[src/include/burst_macros.svh]
`ifndef BURST_MACROS_SVH
`define BURST_MACROS_SVH

// external address and offset widths
`define ADDR_W 32
`define OFFSET_W (`ADDR_W / 2)

// words per stage, and the width of one burst length
`define LEN_W 16
`define BURST_W 8

// stage count and its index width
`define N_STAGES 4
`define STAGE_W 2

// cpu register map
`define CFG_ADDR_W 2
`define REG_BASE 2'd0
`define REG_OFFSET 2'd1
`define REG_LEN 2'd2

// multiply-add pipeline depth
`define CALC_LAT 2

`endif

[src/hdl/burst_pkg.sv]
`include "burst_macros.svh"

package burst_pkg;

   // one cpu register write
   typedef struct packed {
      logic                   valid;
      logic [`CFG_ADDR_W-1:0] addr;
      logic [`ADDR_W-1:0]     data;
   } cpu_wr_t;

   typedef struct packed {
      logic [`ADDR_W-1:0]   base;
      logic [`OFFSET_W-1:0] offset;
      logic [`LEN_W-1:0]    len;
   } cfg_t;

   // external base address of one stage
   typedef struct packed {
      logic                valid;
      logic [`STAGE_W-1:0] stage;
      logic [`ADDR_W-1:0]  addr;
   } stage_base_t;

   typedef struct packed {
      logic [`STAGE_W-1:0] stage;
      logic [`ADDR_W-1:0]  addr;
      logic [`BURST_W-1:0] len;
   } burst_cmd_t;

endpackage

[src/hdl/stage_base_calc.sv]
`timescale 1ns/1ps

`include "burst_macros.svh"

module stage_base_calc (
   input  logic                   clk,
   input  logic                   rst,
   input  logic                   start,
   input  burst_pkg::cfg_t        shadow,
   output burst_pkg::stage_base_t base_out
);

   logic                active;
   logic [`STAGE_W-1:0] cnt;
   logic                iss_valid;
   logic [`STAGE_W-1:0] iss_stage;

   logic                p0_valid;
   logic [`STAGE_W-1:0] p0_stage;
   logic [`ADDR_W-1:0]  p0_prod;
   logic                p1_valid;
   logic [`STAGE_W-1:0] p1_stage;
   logic [`ADDR_W-1:0]  p1_addr;

   // stage 0 is issued in the start cycle, the rest follow back to back
   assign iss_valid = start | active;
   assign iss_stage = start ? '0 : cnt;

   always_ff @(posedge clk or posedge rst) begin
      if (rst) begin
         active <= 1'b0;
         cnt <= '0;
      end else if (start) begin
         active <= (`N_STAGES > 1);
         cnt <= `STAGE_W'(1);
      end else if (active) begin
         cnt <= cnt + 1'b1;
         if (cnt == `STAGE_W'(`N_STAGES - 1))
            active <= 1'b0;
      end
   end

   // valid bits of the two pipeline registers
   always_ff @(posedge clk or posedge rst) begin
      if (rst) begin
         p0_valid <= 1'b0;
         p1_valid <= 1'b0;
      end else begin
         p0_valid <= iss_valid;
         p1_valid <= p0_valid;
      end
   end

   // index times offset, then plus base
   always_ff @(posedge clk) begin
      p0_stage <= iss_stage;
      p0_prod <= `ADDR_W'(iss_stage) * `ADDR_W'(shadow.offset);
      p1_stage <= p0_stage;
      p1_addr <= shadow.base + p0_prod;
   end

   assign base_out = '{valid: p1_valid, stage: p1_stage, addr: p1_addr};

endmodule

[config.mk]
export PLATFORM = sky130hd
export DESIGN_NAME = stage_base_calc
export DESIGN_NICKNAME = d
export VERILOG_FILES = /design/src/hdl/burst_pkg.sv /design/src/hdl/stage_base_calc.sv
export VERILOG_INCLUDE_DIRS = /design/src /design/src/include
export SDC_FILE = /design/constraint.sdc
export NUM_CORES = 1
export LEC_CHECK = 0
export BUFFER_PORTS_ARGS = -buffer_cell sky130_fd_sc_hd__buf_2
export CORE_ASPECT_RATIO = 1.5
export CORE_MARGIN = 8
export CORE_UTILIZATION = 55
export DETAILED_ROUTE_END_ITERATION = 10
export PLACE_DENSITY = 0.88
export SLEW_MARGIN = 20
export SYNTH_ARGS = -nofsm -noshare
export SYNTH_HDL_FRONTEND = slang
export SYNTH_SLANG_ARGS = --single-unit
[constraint.sdc]
create_clock -name clk -period 4.3 [get_ports clk]
set_clock_uncertainty 0.1 [all_clocks]
set_input_delay 0.43 -clock clk [delete_from_list [all_inputs] [get_ports clk]]
set_output_delay 0.43 -clock clk [all_outputs]
set_load 0.02 [all_outputs]
==> Word level (Yosys, flattened, before mapping) <==
Cells that the tools add are included.
W data, S select, Z words.
{ "totals": {"out_inout_bits": 35, "reg_bits": 59, "inputBits": 67} }
{ "op_classes": {"n_bitwise": 1, "eq_ne": 1, "n_mux": 6, "add_sub_neg": 2, "multipliers": 1, "n_reduce_logical": 1} }
{ "op_table": {"columns": ["operator", "n"], "rows": [
  ["$add A32 B18 Y32", 1],
  ["$mul A2 B16 Y18", 1],
  ["$mux W2", 3],
  ["$mux W1", 3],
  ["$add A2 B1 Y2 const B", 1],
  ["$eq A2 B2 Y1 const B", 1],
  ["$reduce_bool A2 Y1", 1],
  ["$or A1 B1 Y1", 1]
]} }

==> Logic depth before layout (Yosys ltp) <==
{ "logic_depth": {"ltp_word": 4, "ltp_mapped": 10} }

==> Least setup slack after synthesis <==
OpenSTA, ideal clock, no wires.
{ "synth_path": {"path_kind": "reg2reg", "from": "register cnt[1]", "to": "register p0_prod[15]", "path_stages_with_launch": 11, "required_time_ns": 4.128, "arrival_time_ns": 2.378, "period_less_slack_ns": 2.551, "setup_time_ns": 0.072, "setup_slack_ns": 1.749, "path_cell_list": "dfrtp_1 nor2b_1 and2_1 ha_1 fa_1 a21oi_1 o2111ai_2 a21oi_2 a21oi_1 o41ai_2 xnor2_1"} }
{ "synth_between": {"elab_chain_len": 2} }
{ "synth_lines": {"columns": ["element", "line_no", "rtl"], "rows": [
  ["start, declared", "stage_base_calc.sv:14", "logic [`STAGE_W-1:0] cnt;"],
  ["start signal, assigned", "stage_base_calc.sv:35", "cnt <= `STAGE_W'(1);"],
  ["start signal, assigned", "stage_base_calc.sv:37", "cnt <= cnt + 1'b1;"],
  ["$mux W2", "stage_base_calc.sv:27", "assign iss_stage = start ? '0 : cnt;"],
  ["$mul A2 B16 Y18 (no line)", null, null],
  ["end signal, assigned", "stage_base_calc.sv:57", "p0_prod <= `ADDR_W'(iss_stage) * `ADDR_W'(shadow.offset);"],
  ["end, declared", "stage_base_calc.sv:20", "logic [`ADDR_W-1:0] p0_prod;"]
]} }
No other way between the ends.
A chain may end at the register's enable or synchronous reset.

==> Worst setup path after layout <==
Ends and elaborated chain as after synthesis.

==> summary.txt <==
Run status
  – Status: complete, no violations

Clocking
  – Clock tree from TritonCTS: built
  – CTS root buffer: clkbuf_8
  – TritonCTS Sinks: between 50 and 60
  – H-tree depth: 3
  – Total clock buffers created by CTS: 9
  – Max clock buf depth: 2
  – Worst-Skew Late Latency: ~340 ps
  – Clk pin slew, worst setup/hold paths: about 70 ps

Cells and area
  – Final Cell Area: 0.004064 mm2
  – Share of cells above drive strength 1: 0.2641
  – Non-filler instance count after layout: approximately 520
  – Area Overhead vs Synth: 23.08%
  – Filler cells: 472
  – ANT cells: 0
  – Final nets: around 540

Flow run
  – # Max-Cap Violations: 0

Timing
  – Setup-failing EPs final: 0
  – Max-Slew Margin vs Limit: 0.6802
  – Minimum clock period after layout: ~3000 ps
  – Fmax: between 0.3 and 0.4 GHz
  – Period utilization: 0.6948
  – Worst-margin pin slew: about 470 ps
  – Unrepaired setup endpoints after global routing: no
  – Final hold viol count: 0
  – Slew Limit Fails: 0
  – Setup TNS: 0 ps

Die
  – DIE WIDTH: a little under 80 um
  – Core Box Area: roughly 0.0058 mm2
  – Die Span Y: between 100 and 150 um
  – I/O Pins: 102
  – Initial Util: 0.5707
  – FP Rows: 34
  – DIE AREA: 0.008790 mm2

Setup path
  – CP Launch Type: flip-flop
  – Critical path peak fanout: 17
  – Data arrival time of the worst path: roughly 3200 ps
  – Setup CP Type: reg -> reg
  – Req. time, crit path: approximately 4500 ps
  – CP Capture Type: flip-flop

Placed design
  – Inst Count DP: roughly 500
  – GPL Wtd Cong: 0.8128
  – Placed Area: 0.003807 mm2
  – DP Wirelength: about 6000 um
  – PortBufs: 85

Yosys
  – Cells after Synth: between 300 and 400
  – Main flop type after synthesis: dfxtp_1
  – Top cell type's share of synthesized area: 0.3274
  – Mapped Nets: about 450
  – Asr flop ratio synth: 0.08475
  – Synthesized area: around 0.0033 mm2
  – Post-synthesis simple-gate area fraction: 0.1838
  – Synthesized area per cell: ~9.6 um2
  – Netlist cell types: 53
  – Xor and xnor fraction of the mapped netlist area: 0.1114
  – EDFF count, synth: 0
  – Most common cell in the netlist: dfxtp_1
  – Multiplexer share of the synthesized area: 0.003031
  – Yosys reg bits: between 50 and 60
  – YS warnings: 0
  – Top cells by count, synth: 54 x dfxtp_1, 34 x and2_1, 34 x ha_1
  – Synth top area cells: dfxtp_1 33%, ha_1 13%, xnor2_1 8.5%
  – Post-synthesis adder-cell area fraction: 0.1410
  – Largest family of logic cells by synthesized area: simple AND/OR/NAND/NOR gates
  – Seq/Total Area, Yosys: 0.3653
  – Yosys top cell by area: dfxtp_1
  – Compound-Gate Fraction of Synth Area: 0.1720

Routing
  – First DRT Iteration DRCs: 114
  – DR WL/cell: ~15 um
  – WL final: around 7500 um
  – Vias per cell: between 5 and 6
  – TritonRoute pass-1 iters: 4
  – Via count: about 2800
  – Routed Antenna Nets: 0
  – Post-route DRC: 0

Hold path
  – Hold Crit Class: in -> reg

GRT
  – GRT Overall Usage: 0.1764
  – Total gr overflow: 0
  – Initial antenna violation count: 0
  – Vias in the first global route: 3013
  – Largest net degree at the start of global routing: 18
  – First-pass GRT wire length: between 10000 and 15000 um

Pwr
  – Pwr Density: around 570 mW/mm2
  – Lkg Pwr: a little under 0.002 uW
  – Power Total: between 2000 and 2500 uW
  – Peak supply drop: between 300 and 400 uV
-- stage by stage --
step,utilization,hold slack (ps),setup slack [ps]
finish,0.7024,189.5,1312
global route,0.7024,186.7,1125
CTS,0.7024,184.3,1308
detailed placement,0.6581,218.4,1222
global placement,0.6581,216.3,1346
floorplan,-,108.5,1749
-- where the power goes --
| part | internal, uW | total [uW] | leakage (uW) | switching, uW |
|---|---|---|---|---|
| registers | 716 | 768 | 0.000504 | 51.7 |
| logic | 379 | 929 | 0.00130 | 549 |
| clock network | 390 | 610 | 0.000122 | 220 |
-- registers in the layout (all words and copies together), names as in the netlist --
name and cells:
p1_addr 32, p0_prod 18, cnt 2, p0_stage 2
p1_stage 2, active 1, p0_valid 1, p1_valid 1
-- cell usage in the layout, fill, tap and decap left out, drive strengths merged, types with 5 or more instances in the layout --
master,instances
and2,34
xor2,10
a21oi,25
nand2,20
clkbuf,13
dfxtp,54
nand4,9
buf,87
ha,34
xnor2,32
nor2,16
nand3,6
a31oi,5
o21ai,15
dfrtp,5
a21o,7
inv,14
-- per-layer routing --
layer  up-vias  global-route usage  wire, um
li1       1406                   -         -
met1      1287              0.1564      2659
met2        80              0.3330      4099
met3        19             0.06088       566
met4         0             0.08571       182
met5         -                   0         0
-- kinds of logic (layout without fill, tap and decap cells) --
kind of cell	Yosys count	count (layout)
simple gates	110	110
compound gates	77	77
flops	59	59
xor+xnor	42	42
fa+ha+maj	36	36
buf+inv	19	118
mux	1	1
-- cell type report --
class / instances / area, um2 / area share
Clock buffer: 13 / 178.9 / 0.04403
Clock inverter: 3 / 67.56 / 0.01663
Inverter: 14 / 52.55 / 0.01293
Multi-Input combinational cell: 266 / 2018 / 0.4966
Sequential cell: 59 / 1206 / 0.2968
Tap cell: 72 / 90.09 / 0.02217
Timing Repair Buffer: 88 / 450.4 / 0.1108
-- final timing paths --
check | from | end | slack [ps] | cells after the start
worst max-delay path | cnt[1]$_DFFE_PP0P_ | p0_prod[15]$_DFF_P_ | 1310 | 11
worst min-delay path | shadow[52] | p1_addr[20]$_DFF_P_ | 190 | 2
worst max register to register | cnt[1]$_DFFE_PP0P_ | p0_prod[15]$_DFF_P_ | 1310 | 11
worst min register to register | p0_stage[0]$_DFF_P_ | p1_stage[0]$_DFF_P_ | 230 | 0
max in group asynchronous | rst | cnt[1]$_DFFE_PP0P_ | 3500 | 3
min in group asynchronous | rst | p1_valid$_DFF_PP0_ | 430 | 3
-- timing repair --
item | CTS | global route
buffers inserted | 0 | 0
resized for setup | 0 | 0
setup endpoints to repair | 0 | 0
hold endpoints to repair | 5 | 0
hold buffers | 1 | 0
-- critical path: stages (launching register included) --
cell	delay [ps]
dfrtp_1	390
nor2b_1	130
buf_4	170
and2_1	170
ha_1	240
fa_1	420
a21oi_1	260
o2111ai_2	220
a21oi_2	220
a21oi_1	120
o41ai_2	300
xnor2_1	170
Note: power is estimated with default switching activity, not from simulation.
