## src/include/burst_macros.svh

```systemverilog
`ifndef BURST_MACROS_SVH
`define BURST_MACROS_SVH

// external address and offset widths
`define ADDR_W 32
`define OFFSET_W (`ADDR_W / 2)

// words per stage, and the width of one burst length
`define LEN_W 16
`define BURST_W 8

// stage count and its index width
`define N_STAGES 4
`define STAGE_W 2

// cpu register map
`define CFG_ADDR_W 2
`define REG_BASE 2'd0
`define REG_OFFSET 2'd1
`define REG_LEN 2'd2

// multiply-add pipeline depth
`define CALC_LAT 2

`endif

```

## src/hdl/burst_pkg.sv

```systemverilog
`include "burst_macros.svh"

package burst_pkg;

   // one cpu register write
   typedef struct packed {
      logic                   valid;
      logic [`CFG_ADDR_W-1:0] addr;
      logic [`ADDR_W-1:0]     data;
   } cpu_wr_t;

   typedef struct packed {
      logic [`ADDR_W-1:0]   base;
      logic [`OFFSET_W-1:0] offset;
      logic [`LEN_W-1:0]    len;
   } cfg_t;

   // external base address of one stage
   typedef struct packed {
      logic                valid;
      logic [`STAGE_W-1:0] stage;
      logic [`ADDR_W-1:0]  addr;
   } stage_base_t;

   typedef struct packed {
      logic [`STAGE_W-1:0] stage;
      logic [`ADDR_W-1:0]  addr;
      logic [`BURST_W-1:0] len;
   } burst_cmd_t;

endpackage

```

## src/hdl/cfg_regs.sv

```systemverilog
`timescale 1ns/1ps

`include "burst_macros.svh"

module cfg_regs (
   input  logic               clk,
   input  logic               rst,
   input  burst_pkg::cpu_wr_t cpu,
   input  logic               run,
   input  logic               busy,
   output burst_pkg::cfg_t    shadow,
   output logic               start
);

   burst_pkg::cfg_t live;

   logic en_base;
   logic en_offset;
   logic en_len;
   logic accept;

   // register write decode
   always_comb begin
      en_base = 1'b0;
      en_offset = 1'b0;
      en_len = 1'b0;
      if (cpu.valid) begin
         case (cpu.addr)
            `REG_BASE:   en_base = 1'b1;
            `REG_OFFSET: en_offset = 1'b1;
            `REG_LEN:    en_len = 1'b1;
            default: ;
         endcase
      end
   end

   // live registers, writable at any time
   always_ff @(posedge clk or posedge rst) begin
      if (rst) begin
         live <= '0;
      end else begin
         if (en_base)
            live.base <= cpu.data;
         if (en_offset)
            live.offset <= cpu.data[`OFFSET_W-1:0];
         if (en_len)
            live.len <= cpu.data[`LEN_W-1:0];
      end
   end

   // run is ignored while a previous run is still going
   assign accept = run & ~busy;

   always_ff @(posedge clk or posedge rst) begin
      if (rst) begin
         shadow <= '0;
         start <= 1'b0;
      end else begin
         start <= accept;
         if (accept)
            shadow <= live;
      end
   end

endmodule

```

## config.mk

```make
export PLATFORM = sky130hd
export DESIGN_NAME = cfg_regs
export DESIGN_NICKNAME = d
export VERILOG_FILES = /design/src/hdl/burst_pkg.sv /design/src/hdl/cfg_regs.sv
export VERILOG_INCLUDE_DIRS = /design/src /design/src/include
export SDC_FILE = /design/constraint.sdc
export NUM_CORES = 1
export LEC_CHECK = 0
export ABC_AREA = 1
export BUFFER_PORTS_ARGS = -buffer_cell sky130_fd_sc_hd__buf_2
export CAP_MARGIN = 20
export CORE_UTILIZATION = 49
export DETAILED_ROUTE_END_ITERATION = 10
export PLACE_DENSITY = 0.77
export SETUP_SLACK_MARGIN = 0.3
export SLEW_MARGIN = 20
export SYNTH_ARGS = -nofsm -noshare
export SYNTH_HDL_FRONTEND = slang
export SYNTH_SLANG_ARGS = --single-unit
```

## constraint.sdc

```tcl
create_clock -name clk -period 4.03 [get_ports clk]
set_clock_uncertainty 0.1 [all_clocks]
set_input_delay 0.806 -clock clk [delete_from_list [all_inputs] [get_ports clk]]
set_output_delay 0.806 -clock clk [all_outputs]
set_load 0.1 [all_outputs]
```

=== Word level (Yosys, flattened, before mapping) ===
Cells that the tools add are included.
W data, S select, Z words.

* Muxes and demuxes: 6
* Bitwise gates (word level): 2
* Reductions and logical operators: 1
* Eq/ne operators: 2

{| class="wikitable"
|+ Operators with widths
! cell !! count
|-
| $mux W1 || 6
|-
| $eq A2 B1 Y1 const B || 1
|-
| $eq A2 B2 Y1 const B || 1
|-
| $logic_not A2 Y1 || 1
|-
| $and A1 B1 Y1 || 1
|-
| $not A1 Y1 || 1
|}

* Register bits after elaboration: 129
* Bits of input ports: 39
* Output and inout port bits: 65
* Word-level logic and storage cells: 18

=== Depth between registers and ports, before layout ===
Gate-level depths: netlist of run 1.

* Depth after elaboration: 3
* Depth in mapped cells: 7
* Depth with buffers taken out: 5

=== Worst setup path before layout of run 1 ===
No wires, ideal clock.

* Path type: flip-flop to output port
* From: register shadow[0] (netlist name)
* To: output shadow[0] (netlist name)
* Setup slack: 2,226 ps
* Stages on the path, launching flop included: 1
* Data required time: 3,124 ps
* Arrival: 898 ps
* Buffers on the path: 0
* Cell sequence: dfrtp_1

{| class="wikitable"
|+ RTL lines
! what !! RTL line !! source
|-
| from (decl) || cfg_regs.sv:11 || <nowiki>output burst_pkg::cfg_t shadow,</nowiki>
|-
| from (signal assigned) || cfg_regs.sv:61 || <nowiki>shadow <= live;</nowiki>
|}

No word-level cell between the ends.

=== Final worst setup path of run 1 ===
* From: input cpu[33] (netlist name)
* To: register live[39] (netlist name)

* Word-level cells in the longest chain between the ends: 3

{| class="wikitable"
|+ RTL lines
! what !! RTL line !! source
|-
| from (decl) || cfg_regs.sv:8 || <nowiki>input burst_pkg::cpu_wr_t cpu,</nowiki>
|-
| $logic_not A2 Y1 || cfg_regs.sv:28 || <nowiki>case (cpu.addr)</nowiki>
|-
| $mux W1 || cfg_regs.sv:28 ||
|-
| $mux W1 || cfg_regs.sv:27 || <nowiki>if (cpu.valid) begin</nowiki>
|-
| to (decl) || cfg_regs.sv:15 || <nowiki>burst_pkg::cfg_t live;</nowiki>
|}

No other way between the ends.
A chain may end at the register's enable or synchronous reset.

==> results of run 1 <==
[cells by family (layout without fill, tap and decap cells)]
group | count (synthesis) | after routing | share of synthesized area, %
simple gates | 389 | 389 | 31.86
flops | 129 | 129 | 64.26
buf+inv | 40 | 142 | 3.885
[through the flow]
| stage | hold WS, ns | utilization, % |
|---|---|---|
| after CTS | 0.3709 | 61.82 |
| after floorplan | 0.3422 | - |
| final | 0.1497 | 62.02 |
| after global placement | 0.3535 | 56.47 |
| after global routing | 0.1526 | 62.02 |
| after detailed placement | 0.3571 | 56.47 |
[cells in the mapped netlist]
cell / instances
buf_2: 30
buf_4: 2
clkbuf_1: 3
dfrtp_1: 129
inv_1: 3
inv_2: 2
nand2_1: 322
nand3_1: 32
nand3_2: 2
nand4_1: 32
nor2_4: 1
[worst max-delay path by stage]
stage,from,endpoint,slack [ns],cells past startpoint
floorplan,rst,live[0],1.53,1
global placement,cpu[33],live[41],1.10,5
detailed placement,cpu[33],live[39],0.99,5
CTS,cpu[33],live[39],1.51,5
global route,cpu[33],live[39],1.28,5
finish,cpu[33],live[39],1.45,5
[flip-flops by register name, indices dropped and copies added, names as in the netlist]
| register | count |
|---|---|
| start | 1 |
| live | 64 |
| shadow | 64 |
[per-layer routing]
| layer | share of wire [%] | global-route usage, % |
|---|---|---|
| met4 | 2.0 | 9.859 |
| met5 | 0 | 0 |
| met2 | 49 | 36.36 |
| met3 | 5.1 | 6.048 |
| met1 | 44 | 31.98 |
[power by group]
group	internal [W]	switching, W	total, W
Clock	0.000854	0.000512	0.00137
Combinational	0.000192	0.00113	0.00132
Sequential	0.00152	0.000123	0.00164
[critical path: stages]
cell and delay (ns):
buf_2 0.21, nor2_4 0.61, nand2_1 0.83, nand2_1 0.32, nand2_1 0.08
[area by class of cell]
type / count / area (sq um) / share of cell area (%)
Multi-Input combinational cell: 389 / 1603 / 26.20
Clock buffer: 24 / 470.5 / 7.689
Timing Repair Buffer: 107 / 570.5 / 9.325
Tap cell: 133 / 166.4 / 2.720
Clock inverter: 6 / 57.56 / 0.9407
Inverter: 5 / 22.52 / 0.3681
Sequential cell: 129 / 3228 / 52.76
[placed cells by master (no fill, tap or decap), types with 2 or more instances in the layout]
cell        count
nand4_1        32
dfrtp_1       129
clkinv_2        4
buf_12          2
clkbuf_1        4
buf_4           2
clkbuf_16      16
buf_2         103
nand3_1        32
nand2_1       321
clkbuf_8        4
inv_2           3
nand3_2         2
clkinvlp_4      2
==> results.py, run 1 <==
metrics = {
    "placement": {
        "dp_slack_ns": 0.9862,
        "hpwl_um": 7355,
        "dp_cells": 762,
        "io_buffers": 103,
        "placed_area_sq_um": 5570,
        "gp_congestion": 0.8104,
    },
    "sta": {
        "worst_pin_slew_ns": 1.077,
        "period_minus_slack_ns": 2.576,
        "fin_tns_setup_ns": 0,
        "hold_violations": 0,
        "timing.final.ws_setup_ns": 1.454,
        "final_max_slew_viol_count": 0,
        "period_share_pct": 63.92,
        "max_freq_ghz": 0.3882,
        "rsz0062_at_grt": "false",
        "maxSlewHeadroom_pct": 28.10,
        "setup_violations": 0,
    },
    "setup_path": {
        "timing.rr.start": "live[39]",
        "worstPathArrival_ns": 2.87,
        "worstSetupEndpointType": "register",
        "criticalPathCategory": "in -> reg",
        "reg2reg_setup_slack_ns": 3.26,
        "r2r_cells": 2,
        "regToRegEndpoint": "live[39]",
        "critical_path_required_ns": 4.33,
        "critPathMaxFanout": 33,
        "critPathLaunchType": "primary input",
    },
    "synthesis": {
        "ys_ff_latch": 129,
        "avgSynthCellArea_sq_um": 9.003,
        "synth_area_leaders": "dfrtp_1 (64%), nand2_1 (24%), nand4_1 (4.0%)",
        "syn_inst": 558,
        "netlist_area_sq_um": 5024,
        "ys_types": 11,
        "syn-num-nets": 597,
        "yosysWarnings": 0,
        "synth_top_area_cell": "dfrtp_1",
        "synth_top_cell_area_share_pct": 64.26,
        "ys_seq_area_share_pct": 64.26,
    },
    "power": {
        "total_power_w": 0.004324,
        "powerDensity_nw_per_um2": 706.7,
        "power_leakage_nw": 3.482,
        "peakVddDrop_mv": 0.3396,
    },
    "route": {
        "wl_per_cell_um": 14.50,
        "wirelength_um": 11500,
        "via_per_inst": 5.105,
        "detail_route.first_pass.iterations": 5,
        "final_antenna_net_count": 0,
        "vias": 4048,
        "drtIter0Drc": 334,
        "drc": 0,
    },
    "global_route": {
        "antenna_found_initial": 0,
        "gr-total-overflow": 0,
        "grt_pass1_vias": 3804,
        "gr-usage-all-layers_pct": 23.54,
        "grt_max_degree": 85,
        "grt_first_pass_wirelength_um": 18720,
    },
    "floorplan": {
        "core_sq_um": 9864,
        "dieArea_sq_um": 10660,
        "initial_core_util_pct": 50.93,
        "num_rows": 36,
        "io_pins": 104,
        "die_x_um": 103.3,
        "die_y_um": 103.3,
    },
    "clock_tree": {
        "cts.repair.resized": 0,
        "cts_max_level": 4,
        "numCtsBuffers": 17,
        "clkSinkCount": 129,
        "max-clock-path-buffers": 2,
        "cts-root-buf": "clkbuf_8",
        "clk_pin_slew_worst_paths_ns": 0.05,
        "cts_hold_buffers": 0,
        "postCtsSetupRepairBufs": 0,
        "clk_latency_ns": 0.52,
        "cts_tree": "done",
    },
    "final_layout": {
        "finalInstanceArea_sq_um": 6118,
        "nNetsFinal": 688,
        "fill_cells": 818,
        "synthToLayoutAreaGrowth_pct": 21.79,
        "antenna_cells": 0,
        "layout-drive-gt1-share_pct": 21.36,
        "final_cells": 793,
    },
    "hold_path": {
        "min_path_type": "in -> async",
    },
    "job": {
        "maxCapViolations": 0,
    },
    "status": {
        "outcome": "finished, final reports clean",
    },
}
No activity file was read; power rests on OpenSTA's default activity.
==> run 2, diff against run 1 <==
- CORE_UTILIZATION: 49 -> 54
- PLACE_DENSITY: 0.77 -> 0.81
- clock period: 4.03 -> 2.4 ns (I/O delays scaled with it)
==> results.py, run 2 (same netlist as run 1, synthesis figures left out) <==
metrics = {
    "clock_tree": {
        "postCtsSetupRepairBufs": 0,
        "clk_pin_slew_worst_paths_ns": 0.06,
        "clk_latency_ns": 0.52,
        "clkSinkCount": 129,
        "numCtsBuffers": 17,
        "cts_max_level": 4,
        "cts_tree": "done",
        "max-clock-path-buffers": 2,
        "cts-root-buf": "clkbuf_8",
    },
    "global_route": {
        "grt_first_pass_wirelength_um": 19580,
        "gr-total-overflow": 0,
        "gr-usage-all-layers_pct": 26.56,
        "grt_max_degree": 107,
        "antenna_found_initial": 1,
        "grt_pass1_vias": 3905,
    },
    "floorplan": {
        "die_y_um": 98.45,
        "io_pins": 104,
        "initial_core_util_pct": 56.77,
        "num_rows": 34,
        "core_sq_um": 8848,
        "dieArea_sq_um": 9692,
        "die_x_um": 98.45,
    },
    "sta": {
        "hold_violations": 0,
        "setup_violations": 0,
        "fin_tns_setup_ns": 0,
        "period_minus_slack_ns": 1.921,
        "maxSlewHeadroom_pct": 57.30,
        "max_freq_ghz": 0.5206,
        "timing.final.ws_setup_ns": 0.4790,
        "worst_pin_slew_ns": 0.6404,
        "rsz0062_at_grt": "false",
        "whs_ns": 0.07976,
        "final_max_slew_viol_count": 0,
        "period_share_pct": 80.04,
    },
    "setup_path": {
        "path_cells": "buf_2",
        "crit_family": "buffers and inverters",
        "critPathLaunchType": "register",
        "worstSetupEndpointType": "primary output",
        "critPathMaxFanout": 2,
        "worst-path-stages": 1,
        "slowest_stage": "buf_2",
        "r2r_cells": 2,
        "worstPathArrival_ns": 1.34,
        "criticalPathCategory": "reg -> out",
        "critical_path_required_ns": 1.82,
        "crit_buf_inv": 1,
        "cpPeakStageDelay_ns": 0.44,
    },
    "route": {
        "vias": 4106,
        "drtIter0Drc": 342,
        "via_per_inst": 5.298,
        "drc": 6,
        "wl_per_cell_um": 14.92,
        "detail_route.first_pass.iterations": 8,
        "final_antenna_net_count": 0,
        "wirelength_um": 11560,
    },
    "power": {
        "power_leakage_nw": 3.558,
        "swShare_pct": 39.18,
        "p_int_w": 0.004749,
        "powerDensity_nw_per_um2": 1248,
        "power.switching_w": 0.003059,
        "power_frac_comb_pct": 28.5,
        "power_frac_seq_pct": 35.2,
        "power_frac_clock_pct": 36.3,
        "peakVddDrop_mv": 0.6291,
    },
    "final_layout": {
        "top_regs": "live (64), shadow (64), start (1)",
        "finalInstanceArea_sq_um": 6259,
        "layout-drive-gt1-share_pct": 22.64,
        "fill_cells": 642,
        "antenna_cells": 0,
        "synthToLayoutAreaGrowth_pct": 24.58,
        "final_cells": 775,
        "nNetsFinal": 693,
        "layout_common_cells": "nand2_1 (321), dfrtp_1 (129), buf_2 (103)",
        "final_common_cell": "nand2_1",
    },
    "placement": {
        "placed_area_sq_um": 5589,
        "io_buffers": 103,
        "dp_cells": 742,
        "gp_congestion": 0.8065,
        "hpwl_um": 7346,
        "dp_slack_ns": 0.6465,
    },
    "hold_path": {
        "min_path_type": "in -> reg",
        "min_path_cells": 3,
    },
    "job": {
        "maxCapViolations": 0,
    },
    "status": {
        "violations": "DRC",
        "outcome": "complete, but fails checks",
    },
}
==> run 2: cell count changes in the layout (fill, tap and decap cells not counted) <==
cell           previous run  this run
bufinv_16                 1         5
buf_4                     2         6
dlygate4sd3_1             0         1
inv_6                     0         1
clkinvlp_4                2         4
clkinv_4                  0         2
clkbuf_1                  4         0
clkinv_2                  4         1
==> run 2: timing repair <==
| action | in CTS | in global routing |
|---|---|---|
| hold endpoints to repair | 23 | 0 |
| gates resized for setup | 0 | 0 |
| hold buffers | 1 | 0 |
==> run 2: metal layers <==
| metal | global-route usage, % | wire length [um] | vias to the layer above |
|---|---|---|---|
| li1 | - | - | 1960 |
| met1 | 35.72 | 4907 | 1951 |
| met2 | 40.74 | 5532 | 151 |
| met3 | 6.950 | 683 | 42 |
| met4 | 12.97 | 423 | 2 |
| met5 | 0 | 16 | - |
==> run 2: path summary, 6_finish.rpt <==
check	startpoint	endpoint	slack [ns]
min in group asynchronous	rst	shadow[58]	0.50
min reg2reg	live[43]	shadow[43]	0.37
max in group asynchronous	rst	live[30]	1.21
max reg2reg	live[14]	shadow[14]	1.62
min	cpu[24]	live[56]	0.08
max	shadow[61]	shadow[61]	0.48
==> run 2: final cells by class <==
type | count | area (sq um) | area share (%)
Sequential cell | 129 | 3228 | 51.58
Multi-Input combinational cell | 389 | 1603 | 25.61
Timing Repair Buffer | 112 | 610.6 | 9.756
Clock buffer | 20 | 455.4 | 7.277
Clock inverter | 12 | 203.9 | 3.259
Tap cell | 108 | 135.1 | 2.159
Inverter | 5 | 22.52 | 0.3599
==> run 2: power by group through the flow <==
stage          Combinational, W  Clock, W  Sequential, W
6_report                0.00223   0.00283        0.00275
5_1_grt                 0.00234   0.00295        0.00279
4_1_cts                 0.00224   0.00285        0.00275
3_5_place_dp            0.00223         0        0.00277
3_3_place_gp            0.00219         0        0.00276
2_1_floorplan          0.000412         0        0.00419
==> run 2: per-stage QoR <==
step | util (%) | total power, W
2_1_floorplan | - | 0.004597
3_3_place_gp | 63.16 | 0.004959
3_5_place_dp | 63.16 | 0.004998
4_1_cts | 70.73 | 0.007838
5_1_grt | 70.73 | 0.008089
6_report | 70.73 | 0.007809
