`src/include/burst_macros.svh`:
```
`ifndef BURST_MACROS_SVH
`define BURST_MACROS_SVH

// external address and offset widths
`define ADDR_W 32
`define OFFSET_W (`ADDR_W / 2)

// words per stage, and the width of one burst length
`define LEN_W 16
`define BURST_W 8

// stage count and its index width
`define N_STAGES 4
`define STAGE_W 2

// cpu register map
`define CFG_ADDR_W 2
`define REG_BASE 2'd0
`define REG_OFFSET 2'd1
`define REG_LEN 2'd2

// multiply-add pipeline depth
`define CALC_LAT 2

`endif

```
`src/hdl/burst_pkg.sv`:
```
`include "burst_macros.svh"

package burst_pkg;

   // one cpu register write
   typedef struct packed {
      logic                   valid;
      logic [`CFG_ADDR_W-1:0] addr;
      logic [`ADDR_W-1:0]     data;
   } cpu_wr_t;

   typedef struct packed {
      logic [`ADDR_W-1:0]   base;
      logic [`OFFSET_W-1:0] offset;
      logic [`LEN_W-1:0]    len;
   } cfg_t;

   // external base address of one stage
   typedef struct packed {
      logic                valid;
      logic [`STAGE_W-1:0] stage;
      logic [`ADDR_W-1:0]  addr;
   } stage_base_t;

   typedef struct packed {
      logic [`STAGE_W-1:0] stage;
      logic [`ADDR_W-1:0]  addr;
      logic [`BURST_W-1:0] len;
   } burst_cmd_t;

endpackage

```
`src/hdl/burst_gen.sv`:
```
`timescale 1ns/1ps

`include "burst_macros.svh"

module burst_gen #(
   parameter int unsigned STAGE_ID = 0
) (
   input  logic                   clk,
   input  logic                   rst,
   input  burst_pkg::stage_base_t base_in,
   input  burst_pkg::cfg_t        shadow,
   output logic                   cmd_valid,
   output burst_pkg::burst_cmd_t  cmd,
   input  logic                   take,
   output logic                   empty
);

   logic [`ADDR_W-1:0]  cur_addr;
   logic [`LEN_W-1:0]   remain;
   logic [`BURST_W-1:0] blen;
   logic                load;
   logic                advance;

   // base broadcast carries the owning stage
   assign load = base_in.valid && (base_in.stage == `STAGE_W'(STAGE_ID));
   assign advance = take & cmd_valid;

   // capped at the all-ones burst length while more words remain
   assign blen = (|remain[`LEN_W-1:`BURST_W]) ? {`BURST_W{1'b1}} : remain[`BURST_W-1:0];

   assign cmd_valid = |remain;
   assign empty = ~cmd_valid;

   assign cmd = '{stage: `STAGE_W'(STAGE_ID), addr: cur_addr, len: blen};

   always_ff @(posedge clk or posedge rst) begin
      if (rst)
         remain <= '0;
      else if (load)
         remain <= shadow.len;
      else if (advance)
         remain <= remain - `LEN_W'(blen);
   end

   // next burst starts right after the one just taken
   always_ff @(posedge clk) begin
      if (load)
         cur_addr <= base_in.addr;
      else if (advance)
         cur_addr <= cur_addr + `ADDR_W'(blen);
   end

endmodule

```
`config.mk`:
```
export PLATFORM = sky130hd
export DESIGN_NAME = burst_gen
export DESIGN_NICKNAME = d
export VERILOG_FILES = /design/src/hdl/burst_pkg.sv /design/src/hdl/burst_gen.sv
export VERILOG_INCLUDE_DIRS = /design/src /design/src/include
export SDC_FILE = /design/constraint.sdc
export NUM_CORES = 1
export LEC_CHECK = 0
export BUFFER_PORTS_ARGS = -buffer_cell sky130_fd_sc_hd__buf_2
export CELL_PAD_IN_SITES_DETAIL_PLACEMENT = 1
export CELL_PAD_IN_SITES_GLOBAL_PLACEMENT = 1
export CORE_AREA = 3 3 83 125
export CTS_CLUSTER_SIZE = 25
export DETAILED_ROUTE_END_ITERATION = 10
export DIE_AREA = 0 0 86 128
export PLACE_DENSITY = 0.79
export SKIP_LAST_GASP = 1
export SYNTH_ARGS = -nofsm -noshare
export SYNTH_HDL_FRONTEND = slang
export SYNTH_SLANG_ARGS = --single-unit
export TNS_END_PERCENT = 30
```
`constraint.sdc`:
```
create_clock -name clk -period 4.7 [get_ports clk]
set_input_delay 0.705 -clock clk [delete_from_list [all_inputs] [get_ports clk]]
set_output_delay 0.705 -clock clk [all_outputs]
set_load 0.05 [all_outputs]
```
# After elaboration in Yosys (flattened, before gate mapping)
# Index checks and enable logic that the tools add are counted.
# word_totals
output_inout_bits	44
in_bits	102
ff_bits	48
# classes
bitwise_logic	2
add_sub_neg	2
mux	5
n_reduce_logical	5
# ops
op	count
32-bit two-way mux	2
32-bit by 8-bit adder with 32-bit output	1
16-bit two-way mux	2
16-bit OR reduction	1
16-bit by 8-bit subtractor with 16-bit output	1
8-bit two-way mux	1
8-bit OR reduction	1
2-bit zero test	1
2-bit nonzero test	1
1-bit bitwise AND	1
1-bit logical AND	1
1-bit inverter	1

# Depth between registers and ports, before layout
# Gate-level depths: netlist of run 1.
# depth
word_depth	5
mapped_depth	13
ltp_nobuf	10

# Least setup slack after synthesis of run 1
# No wires, ideal clock.
# synth_timing
path_kind	reg2reg
startpoint	register remain[8]
endpoint	register cur_addr[18] (data pin)
t_arrival_ps	3570
setup_slack_ps	863
path_buffers	3
stages_incl_launch_ff	14
required_ps	4433
path_cell_list	dfrtp_1 or4_1 buf_2 clkbuf_1 or3_1 ha_1 fa_1 a211oi_1 o211ai_1 and3_1 clkbuf_1 nand4_1 xor2_1 o21ai_0
# synth_rtl
item	line_no	source
from (decl)	burst_gen.sv:19	logic [`LEN_W-1:0] remain;
from (signal assigned)	burst_gen.sv:40	remain <= shadow.len;
from (signal assigned)	burst_gen.sv:42	remain <= remain - `LEN_W'(blen);
to (signal assigned)	burst_gen.sv:48	cur_addr <= base_in.addr;
to (signal assigned)	burst_gen.sv:50	cur_addr <= cur_addr + `ADDR_W'(blen);
to (decl)	burst_gen.sv:18	logic [`ADDR_W-1:0] cur_addr;

# Worst setup path in the final report of run 1
# layout_timing
startpoint	register remain[8]
endpoint	register cur_addr[28] (data pin)
# layout_via
elab_chain_cells	5
# layout_rtl
item	line_no	source
8-bit OR reduction	burst_gen.sv:29	assign blen = (|remain[`LEN_W-1:`BURST_W]) ? {`BURST_W{1'b1}} : remain[`BURST_W-1:0];
8-bit two-way mux	burst_gen.sv:29	
32-bit by 8-bit adder with 32-bit output	burst_gen.sv:50	
32-bit two-way mux	burst_gen.sv:49	else if (advance)
32-bit two-way mux	burst_gen.sv:47	if (load)
# No other way between the ends. The select of a mux whose other input is x is not followed.
# A chain may end at the register's enable or synchronous reset.

==> impl_metrics.env, run 1 <==
export IMPL_skew_ps=6.36
export IMPL_drcViolationCount=0
export IMPL_grt_setup_unrepaired="no"
export IMPL_hold_slack_ps=499
export IMPL_synth_cell_types=44
export IMPL_p_leak_nw=1.53
export IMPL_vias_per_cell=5.33
export IMPL_fin_crit_ps=3870
export IMPL_route_vias_total=2985
export IMPL_cts_buffer_depth=2
export IMPL_root_buffer="clkbuf_16"
export IMPL_start_util=0.341
export IMPL_r2r_cells=10
export IMPL_crit_required_ps=4720
export IMPL_fmax_mhz=258
export IMPL_routedWlPerCell_um=16.2
export IMPL_num_io_pins=146
export IMPL_drtPass1Iterations=4
export IMPL_coreArea_um2=9310
export IMPL_final_cell_mix="buf_2, nand2_1, o21ai_0"
export IMPL_worstSkewPairLatency_ps=290
export IMPL_design_area_um2=3880
export IMPL_antenna_cells=0
export IMPL_crit_chain="or4_1 -> or3_1 -> ha_1 -> fa_1 -> a211oi_1 -> o211ai_1 -> and3_1 -> nand4_1 -> xor2_1 -> o21ai_0"
export IMPL_syn_inst=364
export IMPL_finalSetupViolCount=0
export IMPL_dieArea_um2=11000
export IMPL_critPathCaptureType="register"
export IMPL_instances_no_fill=560
export IMPL_cts_tree="built"
export IMPL_grt_pass1_vias=3235
export IMPL_dp_slack_ps=821
export IMPL_reg2reg_from="remain[8]$_DFFE_PP0P_"
export IMPL_finalCritPeriodShare=0.823
export IMPL_rows=43
export IMPL_dpl_cell_area_um2=3720
export IMPL_dr_first_iter_drc_count=98
export IMPL_antenna_found_initial=0
export IMPL_max_stage_delay_ps=800
export IMPL_h_tree_depth=2
export IMPL_area_growth_pct=22.2
export IMPL_power_total_mw=2.21
export IMPL_path_class="reg2reg"
export IMPL_cts_resized=0
export IMPL_hold_viol=0
export IMPL_clock_sinks=48
export IMPL_hp_class="in2async"
export IMPL_seq_area_frac_synth=0.428
export IMPL_place_inst=552
export IMPL_ff2ff_setup_slack_ps=830
export IMPL_crit_fanout=16
export IMPL_grt_pass1_wl_um=15000
export IMPL_totalWireLength_um=9060
export IMPL_die_width_um=86
export IMPL_antenna_left=0
export IMPL_wl_met3_um=480
export IMPL_drive_above_1_share=0.250
export IMPL_postCtsSetupRepairBufs=0
export IMPL_clk_pin_slew_ps=70
export IMPL_grt_max_degree=44
export IMPL_dpl_hpwl_um=7070
export IMPL_numCtsBuffers=5
export IMPL_ys_seq_elements=48
export IMPL_fin_tns_setup_ps=0
export IMPL_worst_slack_ps=831
export IMPL_place_gp_congestion=0.861
export IMPL_slowest_stage="or4_1"
export IMPL_portBuffers=95
export IMPL_highest_layer="met4"
export IMPL_arrival_ps=3890
export IMPL_drv_cap=0
export IMPL_track_usage=0.170
export IMPL_utilization=0.417
export IMPL_drt_met1_wl_um=3520
export IMPL_grt_ovfl_total=0
export IMPL_slew_headroom=0.510
export IMPL_dieHeight_um=128
export IMPL_layout_commonest_cell="buf_2"
export IMPL_regToRegEndpoint="cur_addr[28]$_DFFE_PP_"
export IMPL_max_slew_worst_pin_slew_ps=734
export IMPL_cp_start_kind="register"
export IMPL_wl_met2_um=4850
export IMPL_hold_buffers=0
export IMPL_status="complete, no violations"
export IMPL_ys_warn_count=0
export IMPL_vdd_drop_max_v=0.000272
export IMPL_power_per_cell_area_nw_per_um2=569
export IMPL_syn_cell_area_um2=3180
export IMPL_final_nets=559
export IMPL_avgSynthCellArea_um2=8.73
export IMPL_maxSlewViolCount=0
## power by group
group          internal, mW  total (mW)  switching (mW)
sequential            0.623       0.781           0.158
clock                 0.248       0.406           0.159
combinational         0.359        1.02           0.665
total                  1.23        2.21           0.981
## Yosys cell counts (all sizes together)
master,count,area (um^2)
nand2,65,246
o21ai,48,244
edfxtp,32,961
nor2,27,101
xor2,22,193
clkbuf,17,63.8
dfrtp,16,400
nand3,16,80.1
xnor2,14,123
a21oi,12,60.1
nand4,11,68.8
or3,10,67.6
ha,9,113
and3,8,50.1
nor3,7,35.0
a21o,5,37.5
buf,5,28.8
o211ai,5,37.5
a31oi,4,25.0
nand2b,4,25.0
nor4,4,25.0
or4,3,22.5
and2,2,12.5
inv,2,7.51
mux2,2,22.5
nor2b,2,12.5
or2,2,12.5
a211oi,1,7.51
a221oi,1,15.0
a22oi,1,7.51
a32oi,1,8.76
conb,1,3.75
fa,1,20.0
nand3b,1,7.51
o211a,1,10.0
o21a,1,15.0
o21bai,1,7.51
## final cells by class
cell class              count  area (um^2)
clock buffers               5          125
fillers                  1141         5420
well taps                 112          140
multi-input cells         293         1720
inverters                   2         7.51
repair buffers             97          490
clock inverters             3         37.5
flip-flops and latches     48         1360
## state kept, by name, summed over array words and instances, names as in the netlist
name,count
remain,16
cur_addr,32
## worst max-delay path: cells and delay by family (launching register included)
family	cells	cell delay (ps)
AND/OR/NAND/NOR	4	1750
AO/OA/AOI/OAI	3	570
flip-flops	1	430
adder cells (fa/ha/maj)	2	690
XOR/XNOR	1	160
## logic make-up after synthesis
logic type,synth area share
xor gates and xnor gates,0.0992
DFF,0.428
and+or+nand+nor,0.241
buffers and inverters,0.0315
muxes,0.00709
other,0.00118
AOI/OAI and AO/OA,0.150
adders and majority gates,0.0417
## worst max-delay path by stage
stage / startpoint / end / slack [ps] / cells after the start
CTS: remain[8]$_DFFE_PP0P_ / cur_addr[30]$_DFFE_PP_ / 790 / 10
global placement: remain[8]$_DFFE_PP0P_ / cur_addr[28]$_DFFE_PP_ / 900 / 10
finish: remain[8]$_DFFE_PP0P_ / cur_addr[28]$_DFFE_PP_ / 830 / 10
detailed placement: remain[8]$_DFFE_PP0P_ / cur_addr[30]$_DFFE_PP_ / 820 / 10
floorplan: remain[8]$_DFFE_PP0P_ / cur_addr[18]$_DFFE_PP_ / 860 / 13
global route: remain[8]$_DFFE_PP0P_ / cur_addr[18]$_DFFE_PP_ / 530 / 10
## layer usage
metal | GRT usage | vias to the layer above
li1 | - | 1463
met3 | 0.0302 | 15
met2 | 0.323 | 88
met1 | 0.184 | 1419
met5 | 0 | -
met4 | 0.0596 | 0
Power figures use the tool's default switching activity.
==> inputs of run 2 (changes only) <==
--- a/config.mk
+++ b/config.mk
@@ -6,14 +6,15 @@
 export SDC_FILE = /design/constraint.sdc
 export NUM_CORES = 1
 export LEC_CHECK = 0
+export ABC_AREA = 1
 export BUFFER_PORTS_ARGS = -buffer_cell sky130_fd_sc_hd__buf_2
 export CELL_PAD_IN_SITES_DETAIL_PLACEMENT = 1
 export CELL_PAD_IN_SITES_GLOBAL_PLACEMENT = 1
-export CORE_AREA = 3 3 83 125
+export CORE_AREA = 3 3 89 133
 export CTS_CLUSTER_SIZE = 25
 export DETAILED_ROUTE_END_ITERATION = 10
-export DIE_AREA = 0 0 86 128
-export PLACE_DENSITY = 0.79
+export DIE_AREA = 0 0 92 136
+export PLACE_DENSITY = 0.78
 export SKIP_LAST_GASP = 1
 export SYNTH_ARGS = -nofsm -noshare
 export SYNTH_HDL_FRONTEND = slang
==> constraint.sdc (replaced) <==
create_clock -name clk -period 3.85 [get_ports clk]
set_input_delay 0.5775 -clock clk [delete_from_list [all_inputs] [get_ports clk]]
set_output_delay 0.5775 -clock clk [all_outputs]
set_load 0.05 [all_outputs]
==> run 2 against run 1 <==
Effect of this change: register-to-register slack lost 150 ps; maximum frequency grew 22%; synthesized cell count grew 37%; wire length grew 27%; sequential share of layout area shrank 3.7 points; flip-flop and latch count is the same; worst hold slack lost 110 ps; combinational power grew 25%; area after synthesis grew 13%; total power grew 17%; worst setup slack lost 150 ps; critical path type unchanged; largest power group unchanged.
==> impl_metrics.env, run 2 <==
export IMPL_coreArea_um2=10700
export IMPL_dieArea_um2=12500
export IMPL_dr_first_iter_drc_count=111
export IMPL_area_growth_pct=20.5
export IMPL_regToRegEndpoint="cur_addr[23]$_DFFE_PP_"
export IMPL_grt_setup_unrepaired="no"
export IMPL_ys_warn_count=0
export IMPL_die_width_um=92
export IMPL_reg2reg_from="remain[12]$_DFFE_PP0P_"
export IMPL_seq_area_frac_synth=0.378
export IMPL_start_util=0.337
export IMPL_fin_crit_ps=3170
export IMPL_drcViolationCount=0
export IMPL_antenna_cells=0
export IMPL_antenna_left=0
export IMPL_rows=46
export IMPL_avgSynthCellArea_um2=7.21
export IMPL_worstSkewPairLatency_ps=290
export IMPL_num_io_pins=146
export IMPL_wl_met3_um=437
export IMPL_ys_seq_elements=48
export IMPL_drv_cap=0
export IMPL_crit_path_end="cur_addr[23]$_DFFE_PP_"
export IMPL_maxSlewViolCount=0
export IMPL_hp_class="in2async"
export IMPL_grt_ovfl_total=0
export IMPL_finalSetupViolCount=0
export IMPL_r2r_cells=15
export IMPL_grt_max_degree=50
export IMPL_cts_resized=0
export IMPL_postCtsSetupRepairBufs=0
export IMPL_largest_reg_flops=32
export IMPL_grt_pass1_wl_um=18700
export IMPL_totalWireLength_um=11500
export IMPL_top_regs="cur_addr x32, remain x16"
export IMPL_fmax_mhz=316
export IMPL_place_gp_congestion=0.955
export IMPL_vdd_drop_max_v=0.000281
export IMPL_final_nets=703
export IMPL_syn_cell_area_um2=3600
export IMPL_synth_async_sr_flop_share=0.333
export IMPL_hold_viol=0
export IMPL_crit_fanout=14
export IMPL_drt_met1_wl_um=4560
export IMPL_drive_above_1_share=0.226
export IMPL_skew_ps=5.75
export IMPL_max_slew_worst_pin_slew_ps=798
export IMPL_dieHeight_um=136
export IMPL_clk_pin_slew_ps=70
export IMPL_track_usage=0.187
export IMPL_dpl_hpwl_um=8980
export IMPL_clock_sinks=48
export IMPL_synth_edf_count=32
export IMPL_grt_pass1_vias=3907
export IMPL_cts_tree="built"
export IMPL_crit_required_ps=3900
export IMPL_root_buffer="clkbuf_16"
export IMPL_netlist_top_cells_count="nand2_1, nor2_1, inv_1"
export IMPL_dp_slack_ps=760
export IMPL_p_leak_nw=2.03
export IMPL_synth_most_common_cell="nand2_1"
export IMPL_numCtsBuffers=5
export IMPL_design_area_um2=4350
export IMPL_status="complete, no violations"
export IMPL_drtPass1Iterations=4
export IMPL_power_per_cell_area_nw_per_um2=597
export IMPL_synth_ff_type="edfxtp_1"
export IMPL_routedWlPerCell_um=15.7
export IMPL_yosysTopAreaCellShare=0.267
export IMPL_wl_met2_um=6300
export IMPL_arrival_ps=3220
export IMPL_vias_per_cell=4.98
export IMPL_synth_top_cells_by_area="edfxtp_1, nand2_1, dfrtp_1"
export IMPL_route_vias_total=3663
export IMPL_h_tree_depth=2
export IMPL_synth_cell_types=41
export IMPL_layout_commonest_cell="nand2_1"
export IMPL_portBuffers=95
export IMPL_finalCritPeriodShare=0.823
export IMPL_fin_tns_setup_ps=0
export IMPL_regMostFlops="cur_addr"
export IMPL_antenna_found_initial=0
export IMPL_critPathCaptureType="register"
export IMPL_slew_headroom=0.467
export IMPL_hold_buffers=0
export IMPL_worst_slack_ps=683
export IMPL_cp_start_kind="register"
export IMPL_synth_area_leader_cell="edfxtp_1"
export IMPL_path_class="reg2reg"
export IMPL_highest_layer="met4"
export IMPL_utilization=0.406
export IMPL_ff2ff_setup_slack_ps=680
export IMPL_syn_inst=500
export IMPL_final_cell_mix="nand2_1, buf_2, nor2_1"
export IMPL_dpl_cell_area_um2=4210
export IMPL_cts_buffer_depth=2
export IMPL_crit_start="remain[12]$_DFFE_PP0P_"
-- run 2: cell count changes after synthesis, sizes merged, moves of 8 or more --
| cell | previous run | this run |
|---|---|---|
| xor2 | 22 | 8 |
| o21ai | 48 | 34 |
| clkbuf | 17 | 9 |
| nor2 | 27 | 61 |
| nand2 | 65 | 166 |
| inv | 2 | 48 |
| or3 | 10 | 0 |
| nand3 | 16 | 36 |
-- run 2: critical path, cell delays in order (launching register included) --
cell     delay [ps]
dfrtp_1         410
nor2_1          250
nand2_2         130
nor2_8          130
buf_4           220
nand2_1         160
ha_1            380
nand2_1         120
nor2_1          160
nand3_1         130
nand3_1         280
nand2_1         200
inv_2           140
nand4_1          80
nand3_1          80
nand2_1          50
-- run 2: power breakdown --
part / leakage (nW) / switching [mW] / internal [mW] / total [mW]
combinational: 1.45 / 0.888 / 0.395 / 1.28
clock: 0.0710 / 0.199 / 0.237 / 0.436
sequential: 0.509 / 0.145 / 0.733 / 0.878
-- run 2: cell type report --
| cell class | count | area (um^2) |
|---|---|---|
| Fill cell | 1423 | 6360 |
| Multi-Input combinational cell | 389 | 1980 |
| Sequential cell | 48 | 1360 |
| Timing Repair Buffer | 97 | 490 |
| Inverter | 50 | 193 |
| Tap cell | 144 | 180 |
| Clock buffer | 5 | 125 |
| Clock inverter | 3 | 13.8 |
-- run 2: worst min path at each step --
stage                                 from                     end  cells past startpoint
floorplan           remain[11]$_DFFE_PP0P_  remain[11]$_DFFE_PP0P_                      2
global placement    remain[11]$_DFFE_PP0P_  remain[11]$_DFFE_PP0P_                      2
detailed placement  remain[11]$_DFFE_PP0P_  remain[11]$_DFFE_PP0P_                      2
CTS                                    rst   remain[1]$_DFFE_PP0P_                      2
global route                           rst   remain[1]$_DFFE_PP0P_                      2
finish                                 rst   remain[1]$_DFFE_PP0P_                      2
-- run 2: cells by family (layout without fill, tap and decap cells) --
kind of cell / after synthesis / after routing / synth area share
other: 1 / 2 / 0.00104
xor gates and xnor gates: 19 / 19 / 0.0462
AOI/OAI and AO/OA: 69 / 69 / 0.112
DFF: 48 / 48 / 0.378
adders and majority gates: 10 / 10 / 0.0368
and+or+nand+nor: 289 / 289 / 0.352
buffers and inverters: 64 / 155 / 0.0743
-- run 2: stage by stage --
stage | instances | hold WS [ps] | power (mW)
global route | 736 | 434 | 2.80
CTS | 736 | 406 | 2.62
finish | 736 | 384 | 2.60
global placement | 728 | 506 | 2.14
floorplan | 501 | 472 | 1.85
detailed placement | 728 | 506 | 2.18
-- run 2: per-layer routing --
layer  vias to the layer above  track usage
met2                        85        0.370
met5                         -            0
li1                       1822            -
met4                         0       0.0603
met1                      1738        0.199
met3                        18       0.0277
